===== config.mk =====
export PLATFORM = sky130hd
export DESIGN_NAME = inst_decode
export DESIGN_NICKNAME = d
export VERILOG_FILES = /design/src/rv_pkg.sv /design/src/inst_decode.sv
export VERILOG_INCLUDE_DIRS = /design/src /design/src/src
export SDC_FILE = /design/constraint.sdc
export NUM_CORES = 1
export LEC_CHECK = 0
export BUFFER_PORTS_ARGS = -buffer_cell sky130_fd_sc_hd__buf_2
export CAP_MARGIN = 40
export CORE_MARGIN = 5
export CORE_UTILIZATION = 40
export DETAILED_ROUTE_END_ITERATION = 16
export PLACE_DENSITY = 0.86
export SYNTH_ARGS = -nofsm -noshare
export SYNTH_HDL_FRONTEND = slang
export SYNTH_SLANG_ARGS = --single-unit

===== constraint.sdc =====
create_clock -name vclk -period 3.6
set_input_delay 0.18 -clock vclk [all_inputs]
set_output_delay 0.18 -clock vclk [all_outputs]
set_load 0.01 [all_outputs]

===== src/rv_macros.svh =====
`ifndef RV_MACROS_SVH
`define RV_MACROS_SVH

`define RV_XLEN     32
`define RV_NREG     32
`define RV_IMEM_AW  8   // Instruction memory depth, log2 of words
`define RV_DMEM_AW  8   // Data memory depth, log2 of words

// addi x0, x0, 0
`define RV_NOP_WORD 32'h0000_0013

// Major opcodes
`define RV_OP_OP     7'b0110011
`define RV_OP_OP_IMM 7'b0010011
`define RV_OP_LUI    7'b0110111
`define RV_OP_LOAD   7'b0000011
`define RV_OP_STORE  7'b0100011
`define RV_OP_BRANCH 7'b1100011
`define RV_OP_JAL    7'b1101111

`endif


===== src/rv_pkg.sv =====
`include "rv_macros.svh"

package rv_pkg;

  // Instruction word views
  typedef struct packed {
    logic [6:0] funct7;
    logic [4:0] rs2, rs1;
    logic [2:0] funct3;
    logic [4:0] rd;
    logic [6:0] opcode;
  } r_fmt_t;

  typedef struct packed {
    logic [11:0] imm;
    logic [4:0]  rs1;
    logic [2:0]  funct3;
    logic [4:0]  rd;
    logic [6:0]  opcode;
  } i_fmt_t;

  typedef struct packed {
    logic [6:0] imm_hi;
    logic [4:0] rs2, rs1;
    logic [2:0] funct3;
    logic [4:0] imm_lo;
    logic [6:0] opcode;
  } s_fmt_t;

  typedef struct packed {
    logic       imm12;
    logic [5:0] imm10_5;
    logic [4:0] rs2, rs1;
    logic [2:0] funct3;
    logic [3:0] imm4_1;
    logic       imm11;
    logic [6:0] opcode;
  } b_fmt_t;

  typedef struct packed {
    logic       imm20;
    logic [9:0] imm10_1;
    logic       imm11;
    logic [7:0] imm19_12;
    logic [4:0] rd;
    logic [6:0] opcode;
  } j_fmt_t;

  typedef union packed {
    r_fmt_t r_fmt;
    i_fmt_t i_fmt;
    s_fmt_t s_fmt;
    b_fmt_t b_fmt;
    j_fmt_t j_fmt;
  } inst_u;

  typedef enum logic [3:0] {
    OP_NOP, OP_ALU, OP_ALUI, OP_LUI, OP_LOAD, OP_STORE, OP_BRANCH, OP_JAL
  } op_e;

  typedef enum logic [2:0] {
    ALU_ADD, ALU_SUB, ALU_AND, ALU_OR, ALU_XOR, ALU_SLT
  } alu_e;

  typedef struct packed {
    op_e                 op;
    alu_e                alu;
    logic                bne;      // Branch when operands differ
    logic [4:0]          rs1, rs2, rd;
    logic [`RV_XLEN-1:0] imm;
  } ctrl_t;

  typedef struct packed {
    ctrl_t               ctrl;
    logic [`RV_XLEN-1:0] pc;
    logic [`RV_XLEN-1:0] rs1_val, rs2_val;   // Already forwarded
  } id_ex_t;

  // result is the byte address for LOAD and STORE
  typedef struct packed {
    op_e                 op;
    logic [4:0]          rd;
    logic [`RV_XLEN-1:0] result;
    logic [`RV_XLEN-1:0] store_data;
  } ex_mem_t;

  typedef struct packed {
    op_e                 op;
    logic [4:0]          rd;
    logic [`RV_XLEN-1:0] value;
  } mem_wb_t;

  typedef struct packed {
    logic [4:0]          rd;
    logic [`RV_XLEN-1:0] data;
  } wb_t;

  typedef struct packed {
    logic [`RV_IMEM_AW-1:0] addr;   // Word address
    logic [`RV_XLEN-1:0]    word;
  } prog_t;

endpackage


===== src/inst_decode.sv =====
`timescale 1ns/1ps
`include "rv_macros.svh"

module inst_decode import rv_pkg::*; (
  input  inst_u inst,
  output ctrl_t ctrl,
  output logic  halt_word
);

  logic [2:0]          funct3;
  logic                sub_bit;
  logic [`RV_XLEN-1:0] imm_i, imm_s, imm_b, imm_j, imm_u;

  assign funct3  = inst.r_fmt.funct3;
  assign sub_bit = inst.r_fmt.funct7[5];

  assign imm_i = {{20{inst.i_fmt.imm[11]}}, inst.i_fmt.imm};
  assign imm_s = {{20{inst.s_fmt.imm_hi[6]}}, inst.s_fmt.imm_hi, inst.s_fmt.imm_lo};
  assign imm_b = {{19{inst.b_fmt.imm12}}, inst.b_fmt.imm12, inst.b_fmt.imm11,
                  inst.b_fmt.imm10_5, inst.b_fmt.imm4_1, 1'b0};
  assign imm_j = {{11{inst.j_fmt.imm20}}, inst.j_fmt.imm20, inst.j_fmt.imm19_12,
                  inst.j_fmt.imm11, inst.j_fmt.imm10_1, 1'b0};
  // U immediate is simply bits 31:12 of the word in their raw order
  assign imm_u = {inst.j_fmt.imm20, inst.j_fmt.imm10_1, inst.j_fmt.imm11,
                  inst.j_fmt.imm19_12, 12'b0};

  assign halt_word = (inst == '0);

  always_comb begin
    ctrl     = '0;   // NOP unless recognised
    ctrl.rs1 = inst.r_fmt.rs1;
    ctrl.rs2 = inst.r_fmt.rs2;
    ctrl.rd  = inst.r_fmt.rd;
    case (inst.r_fmt.opcode)
      `RV_OP_OP:     ctrl.op = OP_ALU;
      `RV_OP_OP_IMM: begin
        ctrl.op  = OP_ALUI;
        ctrl.imm = imm_i;
      end
      `RV_OP_LUI: begin
        ctrl.op  = OP_LUI;
        ctrl.imm = imm_u;
      end
      `RV_OP_LOAD: begin
        ctrl.op  = (funct3 == 3'b010) ? OP_LOAD : OP_NOP;   // LW only
        ctrl.imm = imm_i;
      end
      `RV_OP_STORE: begin
        ctrl.op  = (funct3 == 3'b010) ? OP_STORE : OP_NOP;  // SW only
        ctrl.imm = imm_s;
      end
      `RV_OP_BRANCH: begin
        ctrl.op  = (funct3[2:1] == 2'b00) ? OP_BRANCH : OP_NOP;   // BEQ, BNE
        ctrl.bne = funct3[0];
        ctrl.imm = imm_b;
      end
      `RV_OP_JAL: begin
        ctrl.op  = OP_JAL;
        ctrl.imm = imm_j;
      end
      default: ctrl.op = OP_NOP;
    endcase

    if (ctrl.op inside {OP_ALU, OP_ALUI}) begin
      case (funct3)
        3'b000:  ctrl.alu = (ctrl.op == OP_ALU && sub_bit) ? ALU_SUB : ALU_ADD;
        3'b010:  ctrl.alu = ALU_SLT;
        3'b100:  ctrl.alu = ALU_XOR;
        3'b110:  ctrl.alu = ALU_OR;
        3'b111:  ctrl.alu = ALU_AND;
        default: ctrl.op  = OP_NOP;   // Shifts and SLTU
      endcase
    end

    // Register fields the format does not carry read as x0
    if (!(ctrl.op inside {OP_ALU, OP_STORE, OP_BRANCH})) ctrl.rs2 = '0;
    if (ctrl.op inside {OP_NOP, OP_LUI, OP_JAL}) ctrl.rs1 = '0;
    if (ctrl.op inside {OP_NOP, OP_STORE, OP_BRANCH}) ctrl.rd = '0;
  end

endmodule


# ---- After elaboration in Yosys (flattened, before gate mapping)
# Cells that the tools add are included.
# W data, S select, Z words.
dict set report classes {
  n_eq_ne 18
  n_mux 13
  n_reduce_logical 11
}
# operator n
set op_table {}
lappend op_table {{$pmux W32 S5} 1}
lappend op_table {{$logic_not A32 Y1} 1}
lappend op_table {{$eq A7 B6 Y1 const B} 3}
lappend op_table {{$pmux W3 S7} 1}
lappend op_table {{$mux W5} 3}
lappend op_table {{$pmux W3 S5} 1}
lappend op_table {{$eq A7 B7 Y1 const B} 2}
lappend op_table {{$eq A4 B3 Y1 const B} 3}
lappend op_table {{$eq A3 B3 Y1 const B} 3}
lappend op_table {{$mux W3} 3}
lappend op_table {{$reduce_bool A3 Y1} 3}
lappend op_table {{$eq A4 B1 Y1 const B} 2}
lappend op_table {{$eq A4 B2 Y1 const B} 2}
lappend op_table {{$eq A7 B2 Y1 const B} 1}
lappend op_table {{$eq A7 B5 Y1 const B} 1}
lappend op_table {{$mux W7} 1}
lappend op_table {{$reduce_or A5 Y1} 1}
lappend op_table {{$logic_not A4 Y1} 1}
lappend op_table {{$mux W4} 1}
lappend op_table {{$eq A3 B2 Y1 const B} 1}
lappend op_table {{$logic_not A3 Y1} 1}
lappend op_table {{$logic_not A2 Y1} 1}
lappend op_table {{$mux W1} 2}
lappend op_table {{$reduce_bool A2 Y1} 1}
lappend op_table {{2 further kinds} 2}
dict set report totals {
  word_cells 42
  input_bits 32
  reg_bits 0
  out_inout_bits 56
}

# ---- Longest topological paths before layout
# Gate-level depths: netlist (run 1).
dict set report logic_depth {
  word_depth 11
  depth_mapped 6
  mapped_depth_nobuf 4
}

# ---- Least setup slack after synthesis (run 1)
# OpenSTA, ideal clock, no wires.
dict set report synth_timing {
  path_type {input-to-output}
  start {input inst[3] (netlist name)}
  end {output ctrl[42] (netlist name)}
  required_time_ns 3.420
  n_path_buf 1
  path_stages 5
  arrival_ns 1.461
  slack_ns 1.959
  cell_sequence {buf_4 -> or3b_4 -> nor3_2 -> o21ai_1 -> a211oi_1}
}
# element line_no
set synth_rtl {}
lappend synth_rtl {{from (decl)} inst_decode.sv:5} ;# input inst_u inst,
lappend synth_rtl {{to (decl)} inst_decode.sv:6} ;# output ctrl_t ctrl,

==> results of run 1 <==
stage by stage:
step           setup WS, ns  instances
2_1_floorplan          1.96        151
4_1_cts                1.50        251
5_1_grt                1.32        251
3_3_place_gp           1.54        251
3_5_place_dp           1.51        251
6_report               1.45        251
kinds of logic (layout without fill, tap and decap cells):
family,after synthesis,count (layout),share of synthesized area [%]
other cells,1,1,0.389
simple gates,67,67,41.8
compound gates,58,58,44.2
xor+xnor,2,2,1.82
buf+inv,23,95,11.8
per-layer routing:
metal	vias to the layer above	global-route usage, %	part of all wire, %	wire [µm]
met2	86	37.2	48	1860
met1	630	27.4	39	1530
met3	0	3.05	13	493
met5	-	0	0	0
li1	711	-	-	-
met4	0	1.94	0	0
where the power goes:
part	internal, mW	leakage (nW)	switching, mW
logic	0.0362	0.883	0.0555
registers	0	0	0
clock network	0	0	0
total	0.0362	0.883	0.0555
layout by cell type (no fill, tap or decap), drive strengths merged, types with 5 or more instances in the layout:
master,Yosys,layout
a211oi,5,5
a21boi,7,7
a21o,20,20
buf,12,87
inv,8,8
nand2,8,8
nand3,13,13
nor2,5,5
nor2b,7,7
nor3,6,6
nor4,8,8
o21ai,9,9
cell type report:
| class | count | area [µm²] |
|---|---|---|
| Fill cell | 237 | 903 |
| Timing Repair Buffer | 87 | 435 |
| Tap cell | 28 | 35.0 |
| Inverter | 8 | 30.0 |
| Multi-Input combinational cell | 128 | 851 |
final timing paths:
kind | endpoint | from | depth (start not counted)
worst min-delay path | ctrl[26] | inst[26] | 3
worst max-delay path | ctrl[21] | inst[2] | 6
==> metrics.log, run 1 <==
[metrics] via count of the routed design: about 1400
[metrics] largest cells by area after synthesis: sky130_fd_sc_hd__a21o_1, sky130_fd_sc_hd__nand3_1, sky130_fd_sc_hd__buf_2
[metrics] Die Ht: between 50 and 60 µm
[metrics] Critical Path Source Type: primary input
[metrics] area enclosed by the die boundary: 0.00349 mm²
[metrics] layout cells sized above 1: between 40 and 50%
[metrics] count of clock buffers in the final design: 0
[metrics] pin count of the biggest net entering global routing: 15
[metrics] unrepaired setup endpoints after global routing: false
[metrics] initial drt markers: 86
[metrics] Pwr Density: roughly 68 mW/mm²
[metrics] register area share after synthesis: 0%
[metrics] crit-path max cell delay: between 0.7 and 0.8 ns
[metrics] post-synthesis cell area: a little under 0.001 mm²
[metrics] critical setup path kind: in -> out
[metrics] initial cell density of the core: 42.8%
[metrics] worst IR drop on VDD: about 42 µV
[metrics] post-detailed-route DRC marker count: 0
[metrics] most frequent cell after synthesis: sky130_fd_sc_hd__a21o_1
[metrics] postcts setup bufs: 0
[metrics] placement row count: 17
[metrics] Seq. cell area: 0 µm²
[metrics] YS warnings: 0
[metrics] CP max-delay cell: sky130_fd_sc_hd__a21oi_1
[metrics] Period minus WS final: around 2.2 ns
[metrics] detailed placer's ending HPWL: between 3000 and 4000 µm
[metrics] setup total negative slack: 0 ns
[metrics] Core Area: between 0.002 and 0.0025 mm²
[metrics] placer congestion estimate: approximately 0.95
[metrics] utilization after layout: about 60%
[metrics] vias in the first global route: 1345
[metrics] Hold Fails Final Rpt: 0
[metrics] Area after DPL: roughly 0.0014 mm²
[metrics] Routed Wire Length: ~3900 µm
[metrics] synth-to-layout area growth: 40.1%
[metrics] kind of cell with the highest combined delay on the critical path: compound AO/OA/AOI/OAI gates
[metrics] total power after layout: around 0.092 mW
[metrics] Req. time, crit path: between 3 and 4 ns
[metrics] worst hold path type: in -> out
[metrics] largest fanout of any net on the critical path: 11
[metrics] chip width: roughly 59 µm
[metrics] Top cell by count, worst path: sky130_fd_sc_hd__buf_2
[metrics] highest attainable clock frequency: between 400 and 500 MHz
[metrics] Routed wire per std cell: around 15 µm
[metrics] Port Buffers: between 80 and 90
[metrics] DRT Pass-1 Iters: 4
[metrics] net total in the final layout: between 200 and 300
[metrics] leak pwr: between 0.8 and 0.9 nW
[metrics] first-pass GRT wire length: between 6000 and 7000 µm
[metrics] Syn Inst Count: between 150 and 200
[metrics] endpoint kind of the worst setup timing path: output port
[metrics] area leader, netlist: sky130_fd_sc_hd__a21o_1
[metrics] Critical Path AT: ~2.0 ns
[metrics] mean cell area of the mapped netlist: around 6.4 µm²
[metrics] Yosys top cell area share: 15.6%
[metrics] run status: finished clean
[metrics] number of nets with antenna violations after detailed routing: 0
[metrics] Remaining Overflow, GRT: 0
[metrics] Ports: slightly below 90
[metrics] remaining max-slew budget at the tightest pin: between 30 and 40%
[metrics] ranking of synthesized cells by instance count: sky130_fd_sc_hd__a21o_1, sky130_fd_sc_hd__nand3_1, sky130_fd_sc_hd__buf_2
[metrics] CTS Hold Buffers Added: 0
[metrics] antenna violations before repair: 0
[metrics] post-layout instance area: ~0.0014 mm²
[metrics] Hold WS: about 0.67 ns
[metrics] count of cell types in the netlist: 45
[metrics] Buf+Inv Stages, Crit Path: 2
[metrics] Pins Over Slew Limit: 0
[metrics] sequence of cells on the critical path: buf_2, nor3_2, nand2b_1, a21oi_1, a21o_1, buf_2
[metrics] MaxCap Viol Count: 0
[metrics] post-cts gate resize count: 0
[metrics] share of the cycle needed by the critical path after routing: 59.9%
[metrics] number of diodes: 0
[metrics] vias per std cell: 5.69
[metrics] final setup violation count: 0
[metrics] post-synthesis net count: around 180
[metrics] global-route total usage across every layer: between 20% and 30%
[metrics] sequential cell count: 0
[metrics] pin slew with the least headroom to its limit: 0.900 ns
(Power assumes the default switching activity.)
==> inputs of run 2 (changes only) <==
Settings changed: ABC_AREA from default to 1, CORE_UTILIZATION 40 to 34, PLACE_DENSITY 0.86 to 0.81.
Clock period 3.6 ns to 1.9 ns, I/O delays scaled along.
==> metrics.log, run 2 <==
[metrics] most frequent cells in the layout: sky130_fd_sc_hd__buf_2, sky130_fd_sc_hd__inv_1, sky130_fd_sc_hd__nand2_1
[metrics] vias in the first global route: 1248 (-7.2%)
[metrics] non-filler instance count after layout: 279 (+11%)
[metrics] postcts setup bufs: 0 (unchanged)
[metrics] post-cts gate resize count: 0 (unchanged)
[metrics] YS warnings: 0 (unchanged)
[metrics] count of cell types in the netlist: 27 (-40%)
[metrics] Hold Fails Final Rpt: 0 (unchanged)
[metrics] final setup violation count: 0 (unchanged)
[metrics] crit-path max cell delay: 0.22 ns (-0.52 ns)
[metrics] CTS Hold Buffers Added: 0 (unchanged)
[metrics] min setup slack post-route: 0.326 ns (-1.12 ns)
[metrics] cell depth of the worst hold path: 4 (+1)
[metrics] post-layout instance area: 0.00130 mm² (-3.6%)
[metrics] highest attainable clock frequency: 636 MHz
[metrics] critical setup path kind: in -> out
[metrics] Seq. cell area: 0 µm² (unchanged)
[metrics] global-route total usage across every layer: 18.6% (-2.3 points)
[metrics] number of inserted filler cells in the final layout: 280 (+18%)
[metrics] ranking of synthesized cells by instance count: sky130_fd_sc_hd__inv_1, sky130_fd_sc_hd__nand2_1, sky130_fd_sc_hd__nor2_1
[metrics] first-pass GRT wire length: 5330 µm (-13%)
[metrics] net total in the final layout: 283 (+10%)
[metrics] Critical Path AT: 1.48 ns (-0.49 ns)
[metrics] Hold WS: 0.527 ns (-0.140 ns)
[metrics] largest fanout of any net on the critical path: 5 (-6)
[metrics] register area share after synthesis: 0% (unchanged)
[metrics] mean cell area of the mapped netlist: 5.13 µm² (-20%)
[metrics] post-placement cell count: 279 (+11%)
[metrics] Ports: 88 (unchanged)
[metrics] share of the cycle needed by the critical path after routing: 82.8%
[metrics] post-synthesis net count: 197 (+7.7%)
[metrics] sequence of cells on the critical path: buf_2, nor2_1, nand2_1, a21oi_2, inv_2, o21ai_2, nand2_4, nand2_2, nor2_1, buf_2
[metrics] most frequent cell after synthesis: sky130_fd_sc_hd__inv_1
[metrics] antenna violations before repair: 0 (unchanged)
[metrics] endpoint kind of the worst setup timing path: output port
[metrics] Port Buffers: 87 (unchanged)
[metrics] sequential cell count: 0 (unchanged)
[metrics] synth-to-layout area growth: 54.0%
[metrics] initial cell density of the core: 34.8% (-8.0 points)
[metrics] Pins Over Slew Limit: 0 (unchanged)
[metrics] Req. time, crit path: 1.80 ns (-1.62 ns)
[metrics] chip width: 59.9 µm (+1.3%)
[metrics] post-synthesis cell area: 846 µm² (-12%)
[metrics] worst hold path type: in -> out
[metrics] total power after layout: 0.155 mW (+68%)
[metrics] area leader, netlist: sky130_fd_sc_hd__inv_1
[metrics] run status: finished clean
[metrics] count of clock buffers in the final design: 0 (unchanged)
[metrics] post-detailed-route DRC marker count: 0 (unchanged)
[metrics] placement row count: 18 (+1)
[metrics] placer congestion estimate: 0.950 (+0.23%)
[metrics] Pwr Density: 119 mW/mm² (+75%)
[metrics] layout cells sized above 1: 46.6% (+4.0 points)
[metrics] Yosys top cell area share: 14.6% (-0.92 points)
[metrics] DRT Pass-1 Iters: 4 (unchanged)
[metrics] area enclosed by the die boundary: 0.00359 mm² (+2.6%)
[metrics] kind of cell with the highest combined delay on the critical path: simple AND/OR/NAND/NOR gates
[metrics] vias per std cell: 5.05 (-11%)
[metrics] Area after DPL: 0.00130 mm² (-3.6%)
[metrics] via count of the routed design: 1410 (-1.2%)
[metrics] setup total negative slack: 0 ns (unchanged)
[metrics] Routed Wire Length: 3720 µm (-3.9%)
[metrics] most common cell after layout, fill and taps aside: sky130_fd_sc_hd__buf_2
[metrics] Period minus WS final: between 1.5 and 2 ns
[metrics] Critical Path Source Type: primary input
[metrics] Remaining Overflow, GRT: 0 (unchanged)
[metrics] worst IR drop on VDD: 66.9 µV (+59%)
[metrics] WHS Endpoint: ctrl[42]
[metrics] pin count of the biggest net entering global routing: 12 (-3)
[metrics] Hold Path Origin: inst[15]
[metrics] Routed wire per std cell: 13.3 µm (-14%)
[metrics] minimum setup slack after placement: 0.367 ns (-1.14 ns)
[metrics] number of diodes: 0 (unchanged)
[metrics] initial drt markers: 99 (+15%)
[metrics] number of nets with antenna violations after detailed routing: 0 (unchanged)
[metrics] MaxCap Viol Count: 0 (unchanged)
[metrics] utilization after layout: 53.5% (-6.4 points)
[metrics] Core Area: 0.00243 mm² (+7.9%)
[metrics] Syn Inst Count: 165 (+9.3%)
[metrics] Die Ht: 59.9 µm (+1.3%)
[metrics] detailed placer's ending HPWL: 3280 µm (+3.5%)
[metrics] CP max-delay cell: sky130_fd_sc_hd__o21ai_2
[metrics] Buf+Inv Stages, Crit Path: 3 (+1)
[metrics] leak pwr: 0.859 nW (-2.7%)
[metrics] largest cells by area after synthesis: sky130_fd_sc_hd__inv_1, sky130_fd_sc_hd__nand2_1, sky130_fd_sc_hd__nor2_1
[metrics] unrepaired setup endpoints after global routing: false
==> run 2: area by class of cell <==
cell class                      instances  area [µm²]  area share (%)
Inverter                               41         154            11.8
Timing Repair Buffer                   87         435            33.4
Multi-Input combinational cell        121         676            51.9
Tap cell                               30        37.5            2.88
==> run 2: kinds of logic after synthesis <==
kind of cell           after synthesis  share of synthesized area, %
AND/OR/NAND/NOR                     84                          53.3
other                                1                         0.443
AO/OA/AOI/OAI                       36                          26.2
buffers and inverters               44                          20.1
==> run 2: layer usage <==
layer	global-route usage, %	wire length [µm]
met3	3.02	475
met5	0	0
met1	20.9	1350
met2	36.3	1850
met4	3.16	53
==> run 2: worst min-delay path, cell delays in order <==
cell	delay (ns)
sky130_fd_sc_hd__buf_2	0.11
sky130_fd_sc_hd__inv_1	0.06
sky130_fd_sc_hd__nor2_1	0.04
sky130_fd_sc_hd__buf_2	0.13
==> run 2: how the worst max path moves through the flow <==
stage | startpoint | to | slack [ns] | cells past startpoint
final | inst[5] | ctrl[43] | 0.33 | 10
after global routing | inst[5] | ctrl[43] | 0.22 | 10
after CTS | inst[5] | ctrl[43] | 0.36 | 10
after detailed placement | inst[5] | ctrl[43] | 0.37 | 10
after global placement | inst[5] | ctrl[42] | 0.38 | 10
after floorplan | inst[1] | ctrl[37] | 0.71 | 10
==> run 2: report_power, final <==
group,switching [mW],internal [mW]
Clock,0,0
Sequential,0,0
Combinational,0.0985,0.0560
Total,0.0985,0.0560
==> inputs of run 3 (changes only) <==
Clock period 1.9 ns to 1.3 ns, I/O delays scaled along.
==> metrics.log, run 3 (synthesis gave the netlist of run 2 again) <==
[metrics] count of clock buffers in the final design: 0 (unchanged)
[metrics] post-detailed-route DRC marker count: 0 (unchanged)
[metrics] share of the cycle needed by the critical path after routing: 118%
[metrics] post-placement cell count: 304 (+9.0%)
[metrics] total power after layout: 0.402 mW (+160%)
[metrics] most frequent cells in the layout: sky130_fd_sc_hd__buf_2, sky130_fd_sc_hd__buf_4, sky130_fd_sc_hd__inv_1
[metrics] worst hold path type: in -> out
[metrics] worst IR drop on VDD: 189 µV (+180%)
[metrics] Area after DPL: 0.00149 mm² (+14%)
[metrics] most common cell after layout, fill and taps aside: sky130_fd_sc_hd__buf_2
[metrics] Hold Fails Final Rpt: 0 (unchanged)
[metrics] first-pass GRT wire length: 6460 µm (+21%)
[metrics] WHS Endpoint: ctrl[36]
[metrics] failing checks: negative setup slack
[metrics] Die Ht: 59.9 µm (unchanged)
[metrics] min setup slack post-route: -0.233 ns (-0.559 ns)
[metrics] DRT Pass-1 Iters: 5 (+1)
[metrics] detailed placer's ending HPWL: 3290 µm (+0.54%)
[metrics] number of nets with antenna violations after detailed routing: 0 (unchanged)
[metrics] highest attainable clock frequency: roughly 650 MHz
[metrics] Port Buffers: 87 (unchanged)
[metrics] sequence of cells on the critical path: buf_12, clkinv_8, nand2_4, nor2_4, buf_4, nand3_1, nand2_2, a21oi_2, nand2_4, nand3_4, nor2_2, buf_2
[metrics] antenna violations before repair: 0 (unchanged)
[metrics] unrepaired setup endpoints after global routing: true
[metrics] Seq. cell area: 0 µm² (unchanged)
[metrics] CTS Hold Buffers Added: 0 (unchanged)
[metrics] MaxCap Viol Count: 0 (unchanged)
[metrics] placer congestion estimate: 0.919 (-3.3%)
[metrics] Routed wire per std cell: 19.5 µm (+46%)
[metrics] Pins Over Slew Limit: 0 (unchanged)
[metrics] vias in the first global route: 1500 (+20%)
[metrics] layout cells sized above 1: 72.7% (+26 points)
[metrics] number of diodes: 0 (unchanged)
[metrics] setup total negative slack: -4.39 ns (-4.39 ns)
[metrics] Remaining Overflow, GRT: 0 (unchanged)
[metrics] placement row count: 18 (unchanged)
[metrics] vias per std cell: 5.99 (+18%)
[metrics] cell depth of the worst hold path: 4 (unchanged)
[metrics] global-route total usage across every layer: 22.6% (+4.0 points)
[metrics] Ports: 88 (unchanged)
[metrics] post-layout instance area: 0.00204 mm² (+57%)
[metrics] Top cell by count, worst path: sky130_fd_sc_hd__nand2_4
[metrics] Critical Path AT: 1.47 ns (about the same)
[metrics] net total in the final layout: 320 (+13%)
[metrics] CP max-delay cell: sky130_fd_sc_hd__nor2_4
[metrics] initial drt markers: 211 (+110%)
[metrics] Routed Wire Length: 6160 µm (+65%)
[metrics] non-filler instance count after layout: 316 (+13%)
[metrics] endpoint kind of the worst setup timing path: output port
[metrics] pin count of the biggest net entering global routing: 12 (unchanged)
[metrics] synth-to-layout area growth: 141%
[metrics] crit-path max cell delay: 0.17 ns (-0.05 ns)
[metrics] sequential cell count: 0 (unchanged)
[metrics] initial cell density of the core: 34.8% (unchanged)
[metrics] via count of the routed design: 1892 (+34%)
[metrics] final setup violation count: 45 (+45)
[metrics] largest fanout of any net on the critical path: 5 (unchanged)
[metrics] Core Area: 0.00243 mm² (unchanged)
[metrics] utilization after layout: 83.9% (+30 points)
[metrics] Critical Path Source Type: primary input
[metrics] chip width: 59.9 µm (unchanged)
[metrics] Pwr Density: 197 mW/mm² (+66%)
[metrics] Period minus WS final: approximately 1.5 ns
[metrics] run status: finished, violations left
[metrics] leak pwr: 1.17 nW (+37%)
[metrics] area enclosed by the die boundary: 0.00359 mm² (unchanged)
[metrics] Req. time, crit path: 1.24 ns (-0.56 ns)
[metrics] Hold Path Origin: inst[11]
[metrics] critical setup path kind: in -> out
==> run 3: layout make-up <==
| class | instances | area, µm² |
|---|---|---|
| multi-input combinational | 122 | 998 |
| timing repair buffer | 122 | 797 |
| fill | 129 | 392 |
| inverter | 41 | 200 |
| tap | 30 | 37.5 |
| timing repair inverter | 1 | 7.51 |
==> run 3: through the flow <==
| step | worst slack, ns | hold slack [ns] |
|---|---|---|
| final | -0.233 | 0.477 |
| after global routing | -0.284 | 0.491 |
| after CTS | -0.0366 | 0.463 |
| after detailed placement | -0.110 | 0.463 |
| after global placement | -0.0862 | 0.459 |
| after floorplan | 0.170 | 0.217 |
==> run 3: metal layers <==
metal,vias to the layer above,track usage (%),part of all wire (%)
met1,887,25.6,31
li1,792,-,-
met2,167,42.0,51
met4,0,6.96,6.3
met3,46,3.89,11
met5,-,0,0
==> run 3: critical path: cells and delay by family <==
| family | cells | cell delay, ns |
|---|---|---|
| AOI/OAI and AO/OA | 1 | 0.06 |
| buffers and inverters | 4 | 0.49 |
| and+or+nand+nor | 7 | 0.85 |
==> run 3: worst max path at each step <==
| stage | from | end | slack, ns | depth (start not counted) |
|---|---|---|---|---|
| after floorplan | inst[1] | ctrl[37] | 0.17 | 10 |
| after global placement | inst[3] | ctrl[35] | -0.09 | 13 |
| after detailed placement | inst[0] | ctrl[35] | -0.11 | 12 |
| after CTS | inst[3] | ctrl[35] | -0.04 | 13 |
| after global routing | inst[3] | ctrl[35] | -0.28 | 13 |
| final | inst[3] | ctrl[35] | -0.23 | 12 |
==> run 3: what timing repair did <==
item / in CTS / in global routing
gates cloned: 0 / 2
pin swaps: 15 / 23
setup endpoints to repair: 32 / 43
gates resized for setup: 44 / 88
setup buffers: 5 / 6
==> run 3: power breakdown <==
| part | internal, mW | leakage [nW] | switching, mW |
|---|---|---|---|
| registers | 0 | 0 | 0 |
| logic | 0.163 | 1.17 | 0.239 |
| clock network | 0 | 0 | 0 |
