<file path="src/rv_macros.svh">
`ifndef RV_MACROS_SVH
`define RV_MACROS_SVH

`define RV_XLEN     32
`define RV_NREG     32
`define RV_IMEM_AW  8   // Instruction memory depth, log2 of words
`define RV_DMEM_AW  8   // Data memory depth, log2 of words

// addi x0, x0, 0
`define RV_NOP_WORD 32'h0000_0013

// Major opcodes
`define RV_OP_OP     7'b0110011
`define RV_OP_OP_IMM 7'b0010011
`define RV_OP_LUI    7'b0110111
`define RV_OP_LOAD   7'b0000011
`define RV_OP_STORE  7'b0100011
`define RV_OP_BRANCH 7'b1100011
`define RV_OP_JAL    7'b1101111

`endif

</file>
<file path="src/rv_pkg.sv">
`include "rv_macros.svh"

package rv_pkg;

  // Instruction word views
  typedef struct packed {
    logic [6:0] funct7;
    logic [4:0] rs2, rs1;
    logic [2:0] funct3;
    logic [4:0] rd;
    logic [6:0] opcode;
  } r_fmt_t;

  typedef struct packed {
    logic [11:0] imm;
    logic [4:0]  rs1;
    logic [2:0]  funct3;
    logic [4:0]  rd;
    logic [6:0]  opcode;
  } i_fmt_t;

  typedef struct packed {
    logic [6:0] imm_hi;
    logic [4:0] rs2, rs1;
    logic [2:0] funct3;
    logic [4:0] imm_lo;
    logic [6:0] opcode;
  } s_fmt_t;

  typedef struct packed {
    logic       imm12;
    logic [5:0] imm10_5;
    logic [4:0] rs2, rs1;
    logic [2:0] funct3;
    logic [3:0] imm4_1;
    logic       imm11;
    logic [6:0] opcode;
  } b_fmt_t;

  typedef struct packed {
    logic       imm20;
    logic [9:0] imm10_1;
    logic       imm11;
    logic [7:0] imm19_12;
    logic [4:0] rd;
    logic [6:0] opcode;
  } j_fmt_t;

  typedef union packed {
    r_fmt_t r_fmt;
    i_fmt_t i_fmt;
    s_fmt_t s_fmt;
    b_fmt_t b_fmt;
    j_fmt_t j_fmt;
  } inst_u;

  typedef enum logic [3:0] {
    OP_NOP, OP_ALU, OP_ALUI, OP_LUI, OP_LOAD, OP_STORE, OP_BRANCH, OP_JAL
  } op_e;

  typedef enum logic [2:0] {
    ALU_ADD, ALU_SUB, ALU_AND, ALU_OR, ALU_XOR, ALU_SLT
  } alu_e;

  typedef struct packed {
    op_e                 op;
    alu_e                alu;
    logic                bne;      // Branch when operands differ
    logic [4:0]          rs1, rs2, rd;
    logic [`RV_XLEN-1:0] imm;
  } ctrl_t;

  typedef struct packed {
    ctrl_t               ctrl;
    logic [`RV_XLEN-1:0] pc;
    logic [`RV_XLEN-1:0] rs1_val, rs2_val;   // Already forwarded
  } id_ex_t;

  // result is the byte address for LOAD and STORE
  typedef struct packed {
    op_e                 op;
    logic [4:0]          rd;
    logic [`RV_XLEN-1:0] result;
    logic [`RV_XLEN-1:0] store_data;
  } ex_mem_t;

  typedef struct packed {
    op_e                 op;
    logic [4:0]          rd;
    logic [`RV_XLEN-1:0] value;
  } mem_wb_t;

  typedef struct packed {
    logic [4:0]          rd;
    logic [`RV_XLEN-1:0] data;
  } wb_t;

  typedef struct packed {
    logic [`RV_IMEM_AW-1:0] addr;   // Word address
    logic [`RV_XLEN-1:0]    word;
  } prog_t;

endpackage

</file>
<file path="src/alu_branch.sv">
`timescale 1ns/1ps
`include "rv_macros.svh"

module alu_branch import rv_pkg::*; (
  input  id_ex_t              ex,
  output logic [`RV_XLEN-1:0] result,
  output logic                taken,
  output logic [`RV_XLEN-1:0] target
);

  logic [`RV_XLEN-1:0] op_a, op_b;
  logic [`RV_XLEN-1:0] alu_out;
  logic                eq;

  assign op_a = ex.rs1_val;
  assign op_b = (ex.ctrl.op == OP_ALU) ? ex.rs2_val : ex.ctrl.imm;
  assign eq   = (ex.rs1_val == ex.rs2_val);

  always_comb begin
    case (ex.ctrl.alu)
      ALU_SUB: alu_out = op_a - op_b;
      ALU_AND: alu_out = op_a & op_b;
      ALU_OR:  alu_out = op_a | op_b;
      ALU_XOR: alu_out = op_a ^ op_b;
      ALU_SLT: alu_out = {{(`RV_XLEN-1){1'b0}}, $signed(op_a) < $signed(op_b)};
      default: alu_out = op_a + op_b;   // ADD, also load and store address
    endcase
  end

  always_comb begin
    case (ex.ctrl.op)
      OP_LUI:  result = ex.ctrl.imm;
      OP_JAL:  result = ex.pc + `RV_XLEN'd4;   // Link value
      default: result = alu_out;
    endcase
  end

  assign taken  = (ex.ctrl.op == OP_JAL) ||
                  (ex.ctrl.op == OP_BRANCH && (eq ^ ex.ctrl.bne));
  assign target = ex.pc + ex.ctrl.imm;

endmodule

</file>
<file path="config.mk">
export PLATFORM = sky130hd
export DESIGN_NAME = alu_branch
export DESIGN_NICKNAME = d
export VERILOG_FILES = /design/src/rv_pkg.sv /design/src/alu_branch.sv
export VERILOG_INCLUDE_DIRS = /design/src /design/src/src
export SDC_FILE = /design/constraint.sdc
export NUM_CORES = 1
export LEC_CHECK = 0
export BUFFER_PORTS_ARGS = -buffer_cell sky130_fd_sc_hd__buf_4
export CAP_MARGIN = 20
export CELL_PAD_IN_SITES_DETAIL_PLACEMENT = 0
export CELL_PAD_IN_SITES_GLOBAL_PLACEMENT = 1
export CORE_ASPECT_RATIO = 1.5
export CORE_MARGIN = 2
export CORE_UTILIZATION = 39
export DETAILED_ROUTE_END_ITERATION = 12
export GPL_TIMING_DRIVEN = 0
export PLACE_DENSITY_LB_ADDON = 0.1
export SLEW_MARGIN = 10
export SYNTH_ARGS = -nofsm -noshare
export SYNTH_HDL_FRONTEND = slang
export SYNTH_SLANG_ARGS = --single-unit
</file>
<file path="constraint.sdc">
create_clock -name vclk -period 6.65
set_input_delay 0.665 -clock vclk [all_inputs]
set_output_delay 0.665 -clock vclk [all_outputs]
set_load 0.01 [all_outputs]
</file>
# Word level (Yosys, flattened, before mapping)
# Index checks and enable logic that the tools add are counted.
[classes]
add_sub_neg = 4
bitwise_logic = 4
mux = 3
n_lt_le_gt_ge = 1
reduce_logical = 2
n_eq_ne = 10
[op_table]
columns = ["op", "n"]
rows = [
  ["case mux 32 bit (5 select lines)", 1],
  ["adder 32 bit", 2],
  ["case mux 32 bit (2 select lines)", 1],
  ["adder 32 x 3 -> 32 bit, second input constant", 1],
  ["bitwise AND 32 bit", 1],
  ["equality test 32 bit", 1],
  ["less-than comparator 32 bit", 1],
  ["two-way mux 32 bit", 1],
  ["bitwise OR 32 bit", 1],
  ["subtractor 32 bit", 1],
  ["bitwise XOR 32 bit", 1],
  ["equality test 4 x 3 -> 1 bit, second input constant", 2],
  ["equality test 3 x 2 -> 1 bit, second input constant", 2],
  ["equality test 3 bit, second input constant", 2],
  ["equality test 4 x 1 -> 1 bit, second input constant", 1],
  ["equality test 4 x 2 -> 1 bit, second input constant", 1],
  ["equality test 3 x 1 -> 1 bit, second input constant", 1],
  ["logical AND 1 bit", 1],
  ["logical OR 1 bit", 1],
  ["bitwise XOR 1 bit", 1],
]
[word_totals]
out_inout_bits = 65
inputBits = 151
ff_bits = 0
word_cells = 24

# Depth between registers and ports, before layout
# Gate-level depths: netlist of the first run.
[depth]
word_depth = 5
ltp_mapped = 18
depth_no_buf = 16

# Least setup slack after synthesis of the first run
# OpenSTA, ideal clock, no wires.
[synth_timing]
kind = "input-to-output"
startpoint = "input port ex[149] in the netlist's numbering"
endpoint = "output port result[31]"
stages = 18
path_buffers = 2
t_required_ns = 5.985
setup_slack_ns = 0.979
arrival_ns = 5.006
path_cell_list = "clkbuf_1 nor4b_1 clkbuf_1 nor2_1 a21o_1 inv_1 ha_1 or2_0 a221o_1 a2111oi_2 a31oi_1 o21a_1 o31a_1 o21ai_1 a21oi_1 a21oi_1 nor4_1 o31ai_1"
[synth_between]
elab_chain_cells = 5
elab_cells_between_ends = 11
cone_classes = "add/sub: 2; eq/ne: 3; mux: 3; bitwise: 3"
[synth_lines]
columns = ["element", "line_no", "text"]
rows = [
  ["from (decl)", "alu_branch.sv:5", "input id_ex_t ex,"],
  ["equality test 4 x 1 -> 1 bit", "alu_branch.sv:16", "assign op_b = (ex.ctrl.op == OP_ALU) ? ex.rs2_val : ex.ctrl.imm;"],
  ["two-way mux 32 bit", "alu_branch.sv:16", ""],
  ["adder 32 bit, or another cell as far along", "alu_branch.sv:26", "default: alu_out = op_a + op_b;"],
  ["case mux 32 bit (5 select lines)", "alu_branch.sv:20", "case (ex.ctrl.alu)"],
  ["case mux 32 bit (2 select lines) (*)", "alu_branch.sv:31", "case (ex.ctrl.op)"],
  ["to (decl)", "alu_branch.sv:6", "output logic [`RV_XLEN-1:0] result,"],
]
# Every way passes the cells marked *; elsewhere a longest branch is shown, timed or not.

# Final worst setup path of the first run
[layout_timing]
startpoint = "input port ex[149] in the netlist's numbering"
endpoint = "output port result[29]"
# The elaborated chain is that of the path after synthesis.

==> summary.md, run 1 <==
| Metric | Value |
|---|---|
| Switching power as a share of total power | about 60% |
| Nature of the critical path startpoint | primary input |
| Row cnt | between 60 and 70 |
| Max-slew headroom | between 20% and 30% |
| Area of the multi-input gates | ~7900 um^2 |
| Slew Viols, Final | 0 |
| Max Fanout on Critical Path | 10 |
| Number of setup violations in the final report | 0 |
| Maximum Capacitance Violations | 0 |
| Vias per cell | 6.01 |
| Share of the yosys chip area belonging to registers | 0% |
| Post-detail-place hpwl | 34.2 mm |
| Number of buffers inserted for hold repair after clock tree synthesis | 0 |
| Antenna violations before repair | 0 |
| Power dissipated by switching net loads | 666 uW |
| Post-layout total power | 1120 uW |
| Static power due to leakage | 0.00471 uW |
| Internal power | 458 uW |
| GR Overflow Total | 0 |
| Cell type of the slowest stage on the worst timing path | sky130_fd_sc_hd__o31ai_1 |
| Critical Path AT | 5870 ps |
| Count of mapped cells out of synthesis | 1,328 |
| Achievable Freq | ~150 MHz |
| Delay of the slowest cell on the worst path | 540 ps |
| Logic gate share of total power | 100.0% |
| Total area of sequential cells | 0 um^2 |
| Result of the run | finished, final reports clean |
| Overall track demand over capacity in global routing | 33.7% |
| Simple-gate share of the synthesized area | 21.9% |
| Core region area | about 22,000 um^2 |
| Proportion of netlist area held by the largest area contributor | about a fifth |
| Required time worst endpoint | roughly 6000 ps |
| Mean Syn Cell Area | 6.42 um^2 |
| Number of antenna repair diodes | 0 |
| Area of the mapped netlist | 8520 um^2 |
| Floorplan die height | 185 um |
| Number of fill cells | around 2,300 |
| Final design utilization | 48.6% |
| Chain of cells forming the critical path | clkbuf_1 -> nor4b_4 -> buf_2 -> clkbuf_4 -> mux2_2 -> inv_1 -> ha_1 -> clkbuf_1 -> o21ai_0 -> o21ai_0 -> and3_1 -> o21ai_0 -> o31ai_1 -> a31oi_1 -> a21oi_1 -> and2_1 -> nor2_1 -> o211ai_1 -> o21ai_0 -> buf_4 |
| Maximum number of pins on one net before global-route repair | 11 |
| Least-Margin Pin Slew | 1100 ps |
| DRC | 0 |
| Worst Setup End Kind | output port |
| Share of the cycle needed by the critical path after routing | 98.2% |
| I/O Pins | roughly 220 |
| Number of hold violations in the final report | 0 |
| IR Drop Worst-Case VDD | 66.7 uV |
| Share of synthesized cell area in full adder, half adder and majority cells | 19.5% |
| Total number of sequential cells | 0 |
| Number of global-route vias before repair | 10,284 |
| Vias | 10,824 |
| Post-Synth XOR/XNOR Area | 10.6% |
| Final-layout clock buffer total | 0 |
| Area growth, synth to finish | 22.8% |
| Crit-path most repeated cell | sky130_fd_sc_hd__o21ai_0 |
| Main combinational cell family by area after synthesis | compound AO/OA/AOI/OAI gates |
| Critical Path Source | ex[149] |
| Most common library cells after synthesis | 129 x sky130_fd_sc_hd__a21oi_1, 128 x sky130_fd_sc_hd__ha_1, 126 x sky130_fd_sc_hd__nor2_1, 115 x sky130_fd_sc_hd__nand2_1, 111 x sky130_fd_sc_hd__o21ai_0 |
| Kind of path behind the tightest hold check | in2out |
| Die boundary width | 125 um |
| Number of nets in the layout | approximately 1,800 |
| Wire length of the first global-routing pass | 60.5 mm |
| Library cell with the highest instance count after synthesis | sky130_fd_sc_hd__a21oi_1 |
| Post-synthesis mux area share | 5.17% |
| Crit Path Category | in2out |
| Leading cell types by total area after synthesis | sky130_fd_sc_hd__ha_1 19%, sky130_fd_sc_hd__xnor2_1 8.3%, sky130_fd_sc_hd__a21oi_1 7.6% |
| Die footprint | roughly 23,000 um^2 |
| Synth Net Count | 1,610 |
| Cell accounting for the most synthesized area | sky130_fd_sc_hd__ha_1 |
| Final routed wire length divided by cell count | 22.7 um |
| Power share of the clock group | 0% |
| Complex-gate fraction of the synthesized area | 35.1% |
| Part of the power in registers | 0% |
| Minimum period implied by the final worst setup slack | ~6500 ps |
| Ratio of cells with drive above 1 in the final layout | 16.9% |
| Initial cell density of the core | 39.5% |
| Remaining antenna violation count after routing | 0 |
| Power per standard cell area | 107 nW/um^2 |
| Routability congestion estimate | 0.987 |
| First-pass detailed-route iteration total | 8 |
| Timing endpoint of the critical path | result[29] |
| DRT Wirelength | 40.9 mm |
| Violation count after the first detailed-routing iteration | 1,023 |
| Port bufs | 200 |
| Number of warnings reported in the yosys synthesis log | 0 |
| Count of distinct cell types in the synthesized netlist | 67 |
==> worst max-delay path: cells and delay by family <==
kind / cells / cell delay [ps]
fa+ha+maj: 1 / 110
simple gates: 4 / 930
mux: 1 / 380
compound gates: 8 / 2350
buf+inv: 6 / 1450
==> per-layer routing <==
layer / up-vias / global-route usage (%) / routed length [um] / share of wire, %
met1: 5030 / 40.7 / 16500 / 40
met5: - / 0 / 0 / 0
met4: 0 / 13.5 / 1950 / 4.8
li1: 5221 / - / - / -
met3: 101 / 3.90 / 2740 / 6.7
met2: 472 / 60.6 / 19700 / 48
==> layout make-up <==
type / instances / area share (%)
inverter: 113 / 4.05
tap: 272 / 3.25
buffer: 63 / 2.33
timing repair buffer: 203 / 14.5
multi-input combinational: 1151 / 75.8
==> cells in the final DEF, fill, tap and decap left out, types with 20 or more instances in the layout <==
cell type | netlist | layout
sky130_fd_sc_hd__xnor2_1 | 81 | 81
sky130_fd_sc_hd__nand3_1 | 37 | 37
sky130_fd_sc_hd__nor3_1 | 25 | 25
sky130_fd_sc_hd__ha_1 | 128 | 128
sky130_fd_sc_hd__mux2_2 | 32 | 32
sky130_fd_sc_hd__a21oi_1 | 129 | 128
sky130_fd_sc_hd__nor2_1 | 126 | 126
sky130_fd_sc_hd__nand4_1 | 20 | 20
sky130_fd_sc_hd__nand2_1 | 115 | 115
sky130_fd_sc_hd__clkbuf_1 | 59 | 56
sky130_fd_sc_hd__o21ai_0 | 111 | 110
sky130_fd_sc_hd__buf_4 | 0 | 202
sky130_fd_sc_hd__o21bai_1 | 21 | 21
sky130_fd_sc_hd__xor2_1 | 22 | 22
sky130_fd_sc_hd__o22ai_1 | 20 | 20
sky130_fd_sc_hd__o211ai_1 | 20 | 20
sky130_fd_sc_hd__inv_1 | 110 | 110
sky130_fd_sc_hd__a31oi_1 | 20 | 20
sky130_fd_sc_hd__a211oi_1 | 25 | 23
sky130_fd_sc_hd__a21o_1 | 27 | 27
==> stage by stage <==
step | TNS, ps | hold slack, ps | std cells | instance area, um^2 | worst slack, ps
after floorplan | 0 | 1380 | 1328 | 8520 | 979
after CTS | -24.6 | 1630 | 1801 | 10400 | -24.6
after global placement | -30150 | 1610 | 1800 | 10400 | -1910
after detailed placement | -3950 | 1620 | 1801 | 10400 | -769
after global routing | -11.7 | 1660 | 1802 | 10500 | -11.7
final | 0 | 1640 | 1802 | 10500 | 118
==> what timing repair did <==
item                                    in CTS  in global routing
gates resized for setup                      9                 11
pin swaps                                    0                  3
setup buffers                                0                  1
endpoints found under the setup margin      16                 11
==> worst min-delay path by stage <==
stage / from / end / slack (ps) / depth (start not counted)
after floorplan: ex[150] / taken / 1380 / 1
after global placement: ex[150] / taken / 1610 / 3
after detailed placement: ex[150] / taken / 1620 / 3
after CTS: ex[150] / taken / 1630 / 3
after global routing: ex[150] / taken / 1660 / 3
final: ex[150] / taken / 1640 / 3
==> power groups by stage <==
stage / sequential [uW] / combinational, uW / clock (uW)
floorplan: 0 / 650 / 0
global placement: 0 / 1090 / 0
detailed placement: 0 / 1090 / 0
CTS: 0 / 1100 / 0
global route: 0 / 1220 / 0
finish: 0 / 1120 / 0
==> kinds of logic (layout without fill, tap and decap cells) <==
group           after synthesis  in the layout
xor+xnor                    103            103
simple gates                403            403
compound gates              474            474
buf+inv                     177            379
fa+ha+maj                   131            131
mux                          40             40
Power figures use the tool's default switching activity.
==> inputs of run 2 (changes only) <==
--- a/config.mk
+++ b/config.mk
@@ -16,6 +16,7 @@
 export DETAILED_ROUTE_END_ITERATION = 12
 export GPL_TIMING_DRIVEN = 0
 export PLACE_DENSITY_LB_ADDON = 0.1
+export RECOVER_POWER = 25
 export SLEW_MARGIN = 10
 export SYNTH_ARGS = -nofsm -noshare
 export SYNTH_HDL_FRONTEND = slang
==> run 2 against run 1 <==
  * Wire length about the same
  * Flip-flop and latch count unchanged
  * Via count about the same
  * Critical endpoint unchanged
  * Total power decreased by 1.2%
  * Largest power group unchanged
  * Fmax decreased by 0.21%
  * Count of clock-buffer cells in the layout unchanged
==> summary.md, run 2 (synthesis gave the netlist of run 1 again) <==
| Metric | Value |
|---|---|
| Critical Path Source | ex[149] |
| Total cell area at the placement stage | 10,400 um^2 (unchanged) |
| Number of buffers inserted for hold repair after clock tree synthesis | 0 (unchanged) |
| GR Overflow Total | 0 (unchanged) |
| Die boundary width | 125 um (unchanged) |
| Achievable Freq | 153 MHz (-0.21%) |
| Highest-count cells in the layout ignoring fill and taps | 187 x sky130_fd_sc_hd__buf_4, 128 x sky130_fd_sc_hd__a21oi_1, 128 x sky130_fd_sc_hd__ha_1 |
| Initial cell density of the core | 39.5% (unchanged) |
| Number of fill cells | 2,346 (+0.43%) |
| Critical Path AT | 5880 ps (about the same) |
| First-pass detailed-route iteration total | 8 (unchanged) |
| Result of the run | finished, final reports clean |
| Number of global-route vias before repair | 10,284 (unchanged) |
| Total area of sequential cells | 0 um^2 (unchanged) |
| Static power due to leakage | 0.00465 uW (-1.2%) |
| Nature of the critical path startpoint | primary input |
| Share of the cycle needed by the critical path after routing | 98.4% (+0.20 points) |
| Total number of sequential cells | 0 (unchanged) |
| Maximum number of pins on one net before global-route repair | 11 (unchanged) |
| Max Fanout on Critical Path | 10 (unchanged) |
| Vias | 10,825 (+0.0092%) |
| Overall track demand over capacity in global routing | 33.7% (unchanged) |
| Max-slew headroom | 21.8% (-2.8 points) |
| Row cnt | 66 (unchanged) |
| Antenna violations before repair | 0 (unchanged) |
| DRC | 0 (unchanged) |
| Final critical-path setup slack | 104 ps (-13.5 ps) |
| Core region area | 21,600 um^2 (unchanged) |
| Power per standard cell area | 107 nW/um^2 (-0.71%) |
| Number of hold violations in the final report | 0 (unchanged) |
| Post-placement setup slack | -769 ps (unchanged) |
| Slew Viols, Final | 0 (unchanged) |
| Kind of path behind the tightest hold check | in2out |
| Crit Path Category | in2out |
| Number of nets in the layout | 1,814 (unchanged) |
| IR Drop Worst-Case VDD | 55.7 uV (-16%) |
| Ratio of cells with drive above 1 in the final layout | 15.9% (-0.98 points) |
| Required time worst endpoint | 5980 ps (about the same) |
| Startpoint of the most critical hold path | ex[150] |
| Port bufs | 200 (unchanged) |
| Area growth, synth to finish | 22.2% |
| Number of setup violations in the final report | 0 (unchanged) |
| Least-Margin Pin Slew | 1140 ps (+41.3 ps) |
| Number of antenna repair diodes | 0 (unchanged) |
| Wire length of the first global-routing pass | 60.5 mm (unchanged) |
| Fin area | 10,400 um^2 (-0.54%) |
| Minimum period implied by the final worst setup slack | 6550 ps (+13.5 ps) |
| Number of cells on the worst hold path | 3 (unchanged) |
| Most common cell after layout, fill and taps aside | sky130_fd_sc_hd__buf_4 |
| Remaining antenna violation count after routing | 0 (unchanged) |
| Violation count after the first detailed-routing iteration | 1,010 (-1.3%) |
| Floorplan die height | 185 um (unchanged) |
| I/O Pins | 216 (unchanged) |
| Final routed wire length divided by cell count | 22.7 um (about the same) |
| DRT Wirelength | 40.9 mm (about the same) |
| Routability congestion estimate | 0.987 (unchanged) |
| Area of the multi-input gates | 7940 um^2 (unchanged) |
| Maximum Capacitance Violations | 0 (unchanged) |
| Worst Setup End Kind | output port |
| Die footprint | 23,100 um^2 (unchanged) |
| Post-detail-place hpwl | 34.2 mm (unchanged) |
| Vias per cell | 6.01 (about the same) |
| Final-layout clock buffer total | 0 (unchanged) |
run 2: path summary, 6_finish.rpt:
check,slack [ps],to
max,100,result[29]
min,1620,taken
run 2: report_power, final:
part | leakage [uW] | total (uW) | internal (uW) | switching [uW]
logic | 0.00465 | 1110 | 445 | 665
registers | 0 | 0 | 0 | 0
clock network | 0 | 0 | 0 | 0
total | 0.00465 | 1110 | 445 | 665
run 2: what timing repair did:
action,in CTS,in global routing
resized for setup,9,11
pin swaps,0,3
endpoints found under the setup margin,16,11
gates cloned,0,0
setup buffers,0,1
run 2: metal layers:
metal  global-route usage (%)  part of all wire [%]  vias to the layer above  routed length [um]
met5                        0                     0                        -                   0
met4                     13.5                   5.0                        0                2060
met3                     3.90                   6.3                      113                2600
met2                     60.6                    48                      446               19600
met1                     40.7                    41                     5052               16600
li1                         -                     -                     5214                   -
run 2: layout make-up:
type	instances	area share [%]
buffer	63	2.34
inverter	113	4.07
multi-input combinational	1151	76.2
tap	272	3.27
timing repair buffer	203	14.1
run 2: critical path, stage by stage:
cell                       delay (ps)
sky130_fd_sc_hd__clkbuf_1         270
sky130_fd_sc_hd__nor4b_4          420
sky130_fd_sc_hd__buf_2            280
sky130_fd_sc_hd__clkbuf_4         300
sky130_fd_sc_hd__mux2_2           380
sky130_fd_sc_hd__inv_1             80
sky130_fd_sc_hd__ha_1             110
sky130_fd_sc_hd__clkbuf_1         330
sky130_fd_sc_hd__o21ai_0          220
sky130_fd_sc_hd__o21ai_0          270
sky130_fd_sc_hd__and3_1           260
sky130_fd_sc_hd__o21ai_0          280
sky130_fd_sc_hd__o31ai_1          540
sky130_fd_sc_hd__a31oi_1          260
sky130_fd_sc_hd__a21oi_1          230
sky130_fd_sc_hd__and2_1           190
sky130_fd_sc_hd__nor2_1            60
sky130_fd_sc_hd__o211ai_1         350
sky130_fd_sc_hd__o21ai_0          200
sky130_fd_sc_hd__buf_4            190
run 2: metrics by stage:
step	power [uW]	utilization, %	cells	TNS [ps]	hold slack [ps]
after floorplan	650	-	1328	0	1380
after global placement	1090	48.1	1800	-30150	1610
after detailed placement	1090	48.1	1801	-3950	1620
after CTS	1100	48.3	1801	-24.6	1630
after global routing	1200	48.3	1802	-11.7	1640
final	1110	48.3	1802	0	1620
==> inputs of run 3 (changes only) <==
==> constraint.sdc (replaced) <==
create_clock -name vclk -period 6.65
set_input_delay 0 -clock vclk [all_inputs]
set_output_delay 0 -clock vclk [all_outputs]
set_load 0.01 [all_outputs]
==> run 3 against run 2 <==
  * Cell area down 0.82%
  * Count of clock-buffer cells in the layout unchanged
  * Total power down 0.92%
  * Critical path depth unchanged
  * First-iteration DRC count down 6.9%
  * Fmax up 2.3%
  * Wire length about the same
  * Highest routed layer unchanged
==> summary.md, run 3 (synthesis gave the netlist of run 1 again) <==
| Metric | Value |
|---|---|
| Result of the run | finished, final reports clean |
| Max-slew headroom | 20.7% (-1.2 points) |
| Power per standard cell area | 107 nW/um^2 (-0.10%) |
| Row cnt | 66 (unchanged) |
| Least-Margin Pin Slew | 1160 ps (+17.1 ps) |
| Highest-count cells in the layout ignoring fill and taps | 186 x sky130_fd_sc_hd__buf_4, 129 x sky130_fd_sc_hd__a21oi_1, 128 x sky130_fd_sc_hd__ha_1 |
| Overall track demand over capacity in global routing | 33.7% (about the same) |
| Worst Setup End Kind | output port |
| Unrepaired setup endpoints after global routing | no |
| Maximum number of pins on one net before global-route repair | 11 (unchanged) |
| First-pass detailed-route iteration total | 5 (-3) |
| Routability congestion estimate | 0.987 (unchanged) |
| Number of global-route vias before repair | 10,259 (-0.24%) |
| Crit Path Category | in2out |
| Final-layout clock buffer total | 0 (unchanged) |
| Share of the cycle needed by the critical path after routing | 96.2% (-2.2 points) |
| Core region area | 21,600 um^2 (unchanged) |
| Final routed wire length divided by cell count | 22.7 um (about the same) |
| End of the worst hold path | taken |
| Startpoint of the most critical hold path | ex[150] |
| Achievable Freq | 156 MHz (+2.3%) |
| Violation count after the first detailed-routing iteration | 940 (-6.9%) |
| DRC | 0 (unchanged) |
| Die footprint | 23,100 um^2 (unchanged) |
| Initial cell density of the core | 39.5% (unchanged) |
| Antenna violations before repair | 0 (unchanged) |
| Max Fanout on Critical Path | 10 (unchanged) |
| Die boundary width | 125 um (unchanged) |
| Critical Path Source | ex[149] |
| Number of fill cells | 2,362 (+0.68%) |
| Post-placement setup slack | 561 ps (+1330 ps) |
| Number of antenna repair diodes | 0 (unchanged) |
| Port bufs | 200 (unchanged) |
| Maximum Capacitance Violations | 0 (unchanged) |
| Ratio of cells with drive above 1 in the final layout | 15.1% (-0.78 points) |
| Vias | 10,854 (+0.27%) |
| Most common cell after layout, fill and taps aside | sky130_fd_sc_hd__buf_4 |
| Floorplan die height | 185 um (unchanged) |
| Slew Viols, Final | 0 (unchanged) |
| Nature of the critical path startpoint | primary input |
| Number of setup violations in the final report | 0 (unchanged) |
| Post-detail-place hpwl | 34.2 mm (unchanged) |
| GR Overflow Total | 0 (unchanged) |
| DRT Wirelength | 40.9 mm (about the same) |
| Vias per cell | 6.02 (+0.27%) |
| I/O Pins | 216 (unchanged) |
| Number of buffers inserted for hold repair after clock tree synthesis | 0 (unchanged) |
| IR Drop Worst-Case VDD | 55.9 uV (+0.34%) |
| Total number of sequential cells | 0 (unchanged) |
| Kind of path behind the tightest hold check | in2out |
| Minimum period implied by the final worst setup slack | 6400 ps (-149 ps) |
| Number of nets in the layout | 1,814 (unchanged) |
| Required time worst endpoint | 6650 ps (+670 ps) |
| Number of hold violations in the final report | 0 (unchanged) |
| Area growth, synth to finish | 21.2% |
| Static power due to leakage | 0.00462 uW (-0.67%) |
| Number of buffers inserted to repair setup after CTS | 0 (unchanged) |
| Total area of sequential cells | 0 um^2 (unchanged) |
| Wire length of the first global-routing pass | 60.4 mm (about the same) |
| Final critical-path setup slack | 253 ps (+149 ps) |
| Remaining antenna violation count after routing | 0 (unchanged) |
| Number of cells on the worst hold path | 3 (unchanged) |
| Post-layout total power | 1100 uW (-0.92%) |
| Critical Path AT | 6400 ps (+520 ps) |
| Number of gates resized after CTS | 0 (-9) |
run 3: final cells by class:
| class | count | area (um^2) | share of cell area [%] |
|---|---|---|---|
| multi-input combinational | 1151 | 7860 | 76.2 |
| timing repair buffer | 202 | 1460 | 14.1 |
| inverter | 113 | 424 | 4.11 |
| tap | 272 | 340 | 3.30 |
| buffer | 64 | 240 | 2.33 |
run 3: worst max path at each step:
stage,endpoint,slack (ps),cells past startpoint
2_1_floorplan,result[31],2310,18
3_3_place_gp,result[30],-580,19
3_5_place_dp,result[30],560,20
4_1_cts,result[30],520,20
5_1_grt,result[30],90,20
6_report,result[30],250,20
run 3: through the flow:
stage	cells	utilization (%)	setup TNS, ps	hold WS [ps]	area [um^2]
after global routing	1802	47.9	0	296	10300
after detailed placement	1801	48.1	0	289	10400
after CTS	1801	48.1	0	291	10400
after floorplan	1328	-	0	54.4	8520
final	1802	47.9	0	277	10300
after global placement	1800	48.1	-1880	275	10400
run 3: worst max-delay path, cell delays in order:
cell and delay, ps:
sky130_fd_sc_hd__clkbuf_1 250, sky130_fd_sc_hd__nor4b_2 550, sky130_fd_sc_hd__buf_2 320, sky130_fd_sc_hd__clkbuf_1 620, sky130_fd_sc_hd__mux2_2 430, sky130_fd_sc_hd__inv_1 90
sky130_fd_sc_hd__ha_1 220, sky130_fd_sc_hd__clkbuf_1 190, sky130_fd_sc_hd__nand2b_1 200, sky130_fd_sc_hd__a21oi_1 350, sky130_fd_sc_hd__o21ai_0 240, sky130_fd_sc_hd__a211oi_1 510
sky130_fd_sc_hd__o21a_1 310, sky130_fd_sc_hd__nand4_1 180, sky130_fd_sc_hd__nand2_1 210, sky130_fd_sc_hd__a211o_1 310, sky130_fd_sc_hd__a2111oi_0 140, sky130_fd_sc_hd__a2111oi_0 890
sky130_fd_sc_hd__a21oi_1 160, sky130_fd_sc_hd__buf_4 210
run 3: where the power goes:
group	switching, uW	leakage, uW	internal [uW]
Sequential	0	0	0
Combinational	660	0.00462	440
Clock	0	0	0
run 3: metal layers:
metal	wire, um	vias up	GRT usage, %
li1	-	5220	-
met1	16600	5060	40.7
met2	19800	475	60.9
met3	2730	99	3.96
met4	1710	0	12.6
met5	0	-	0
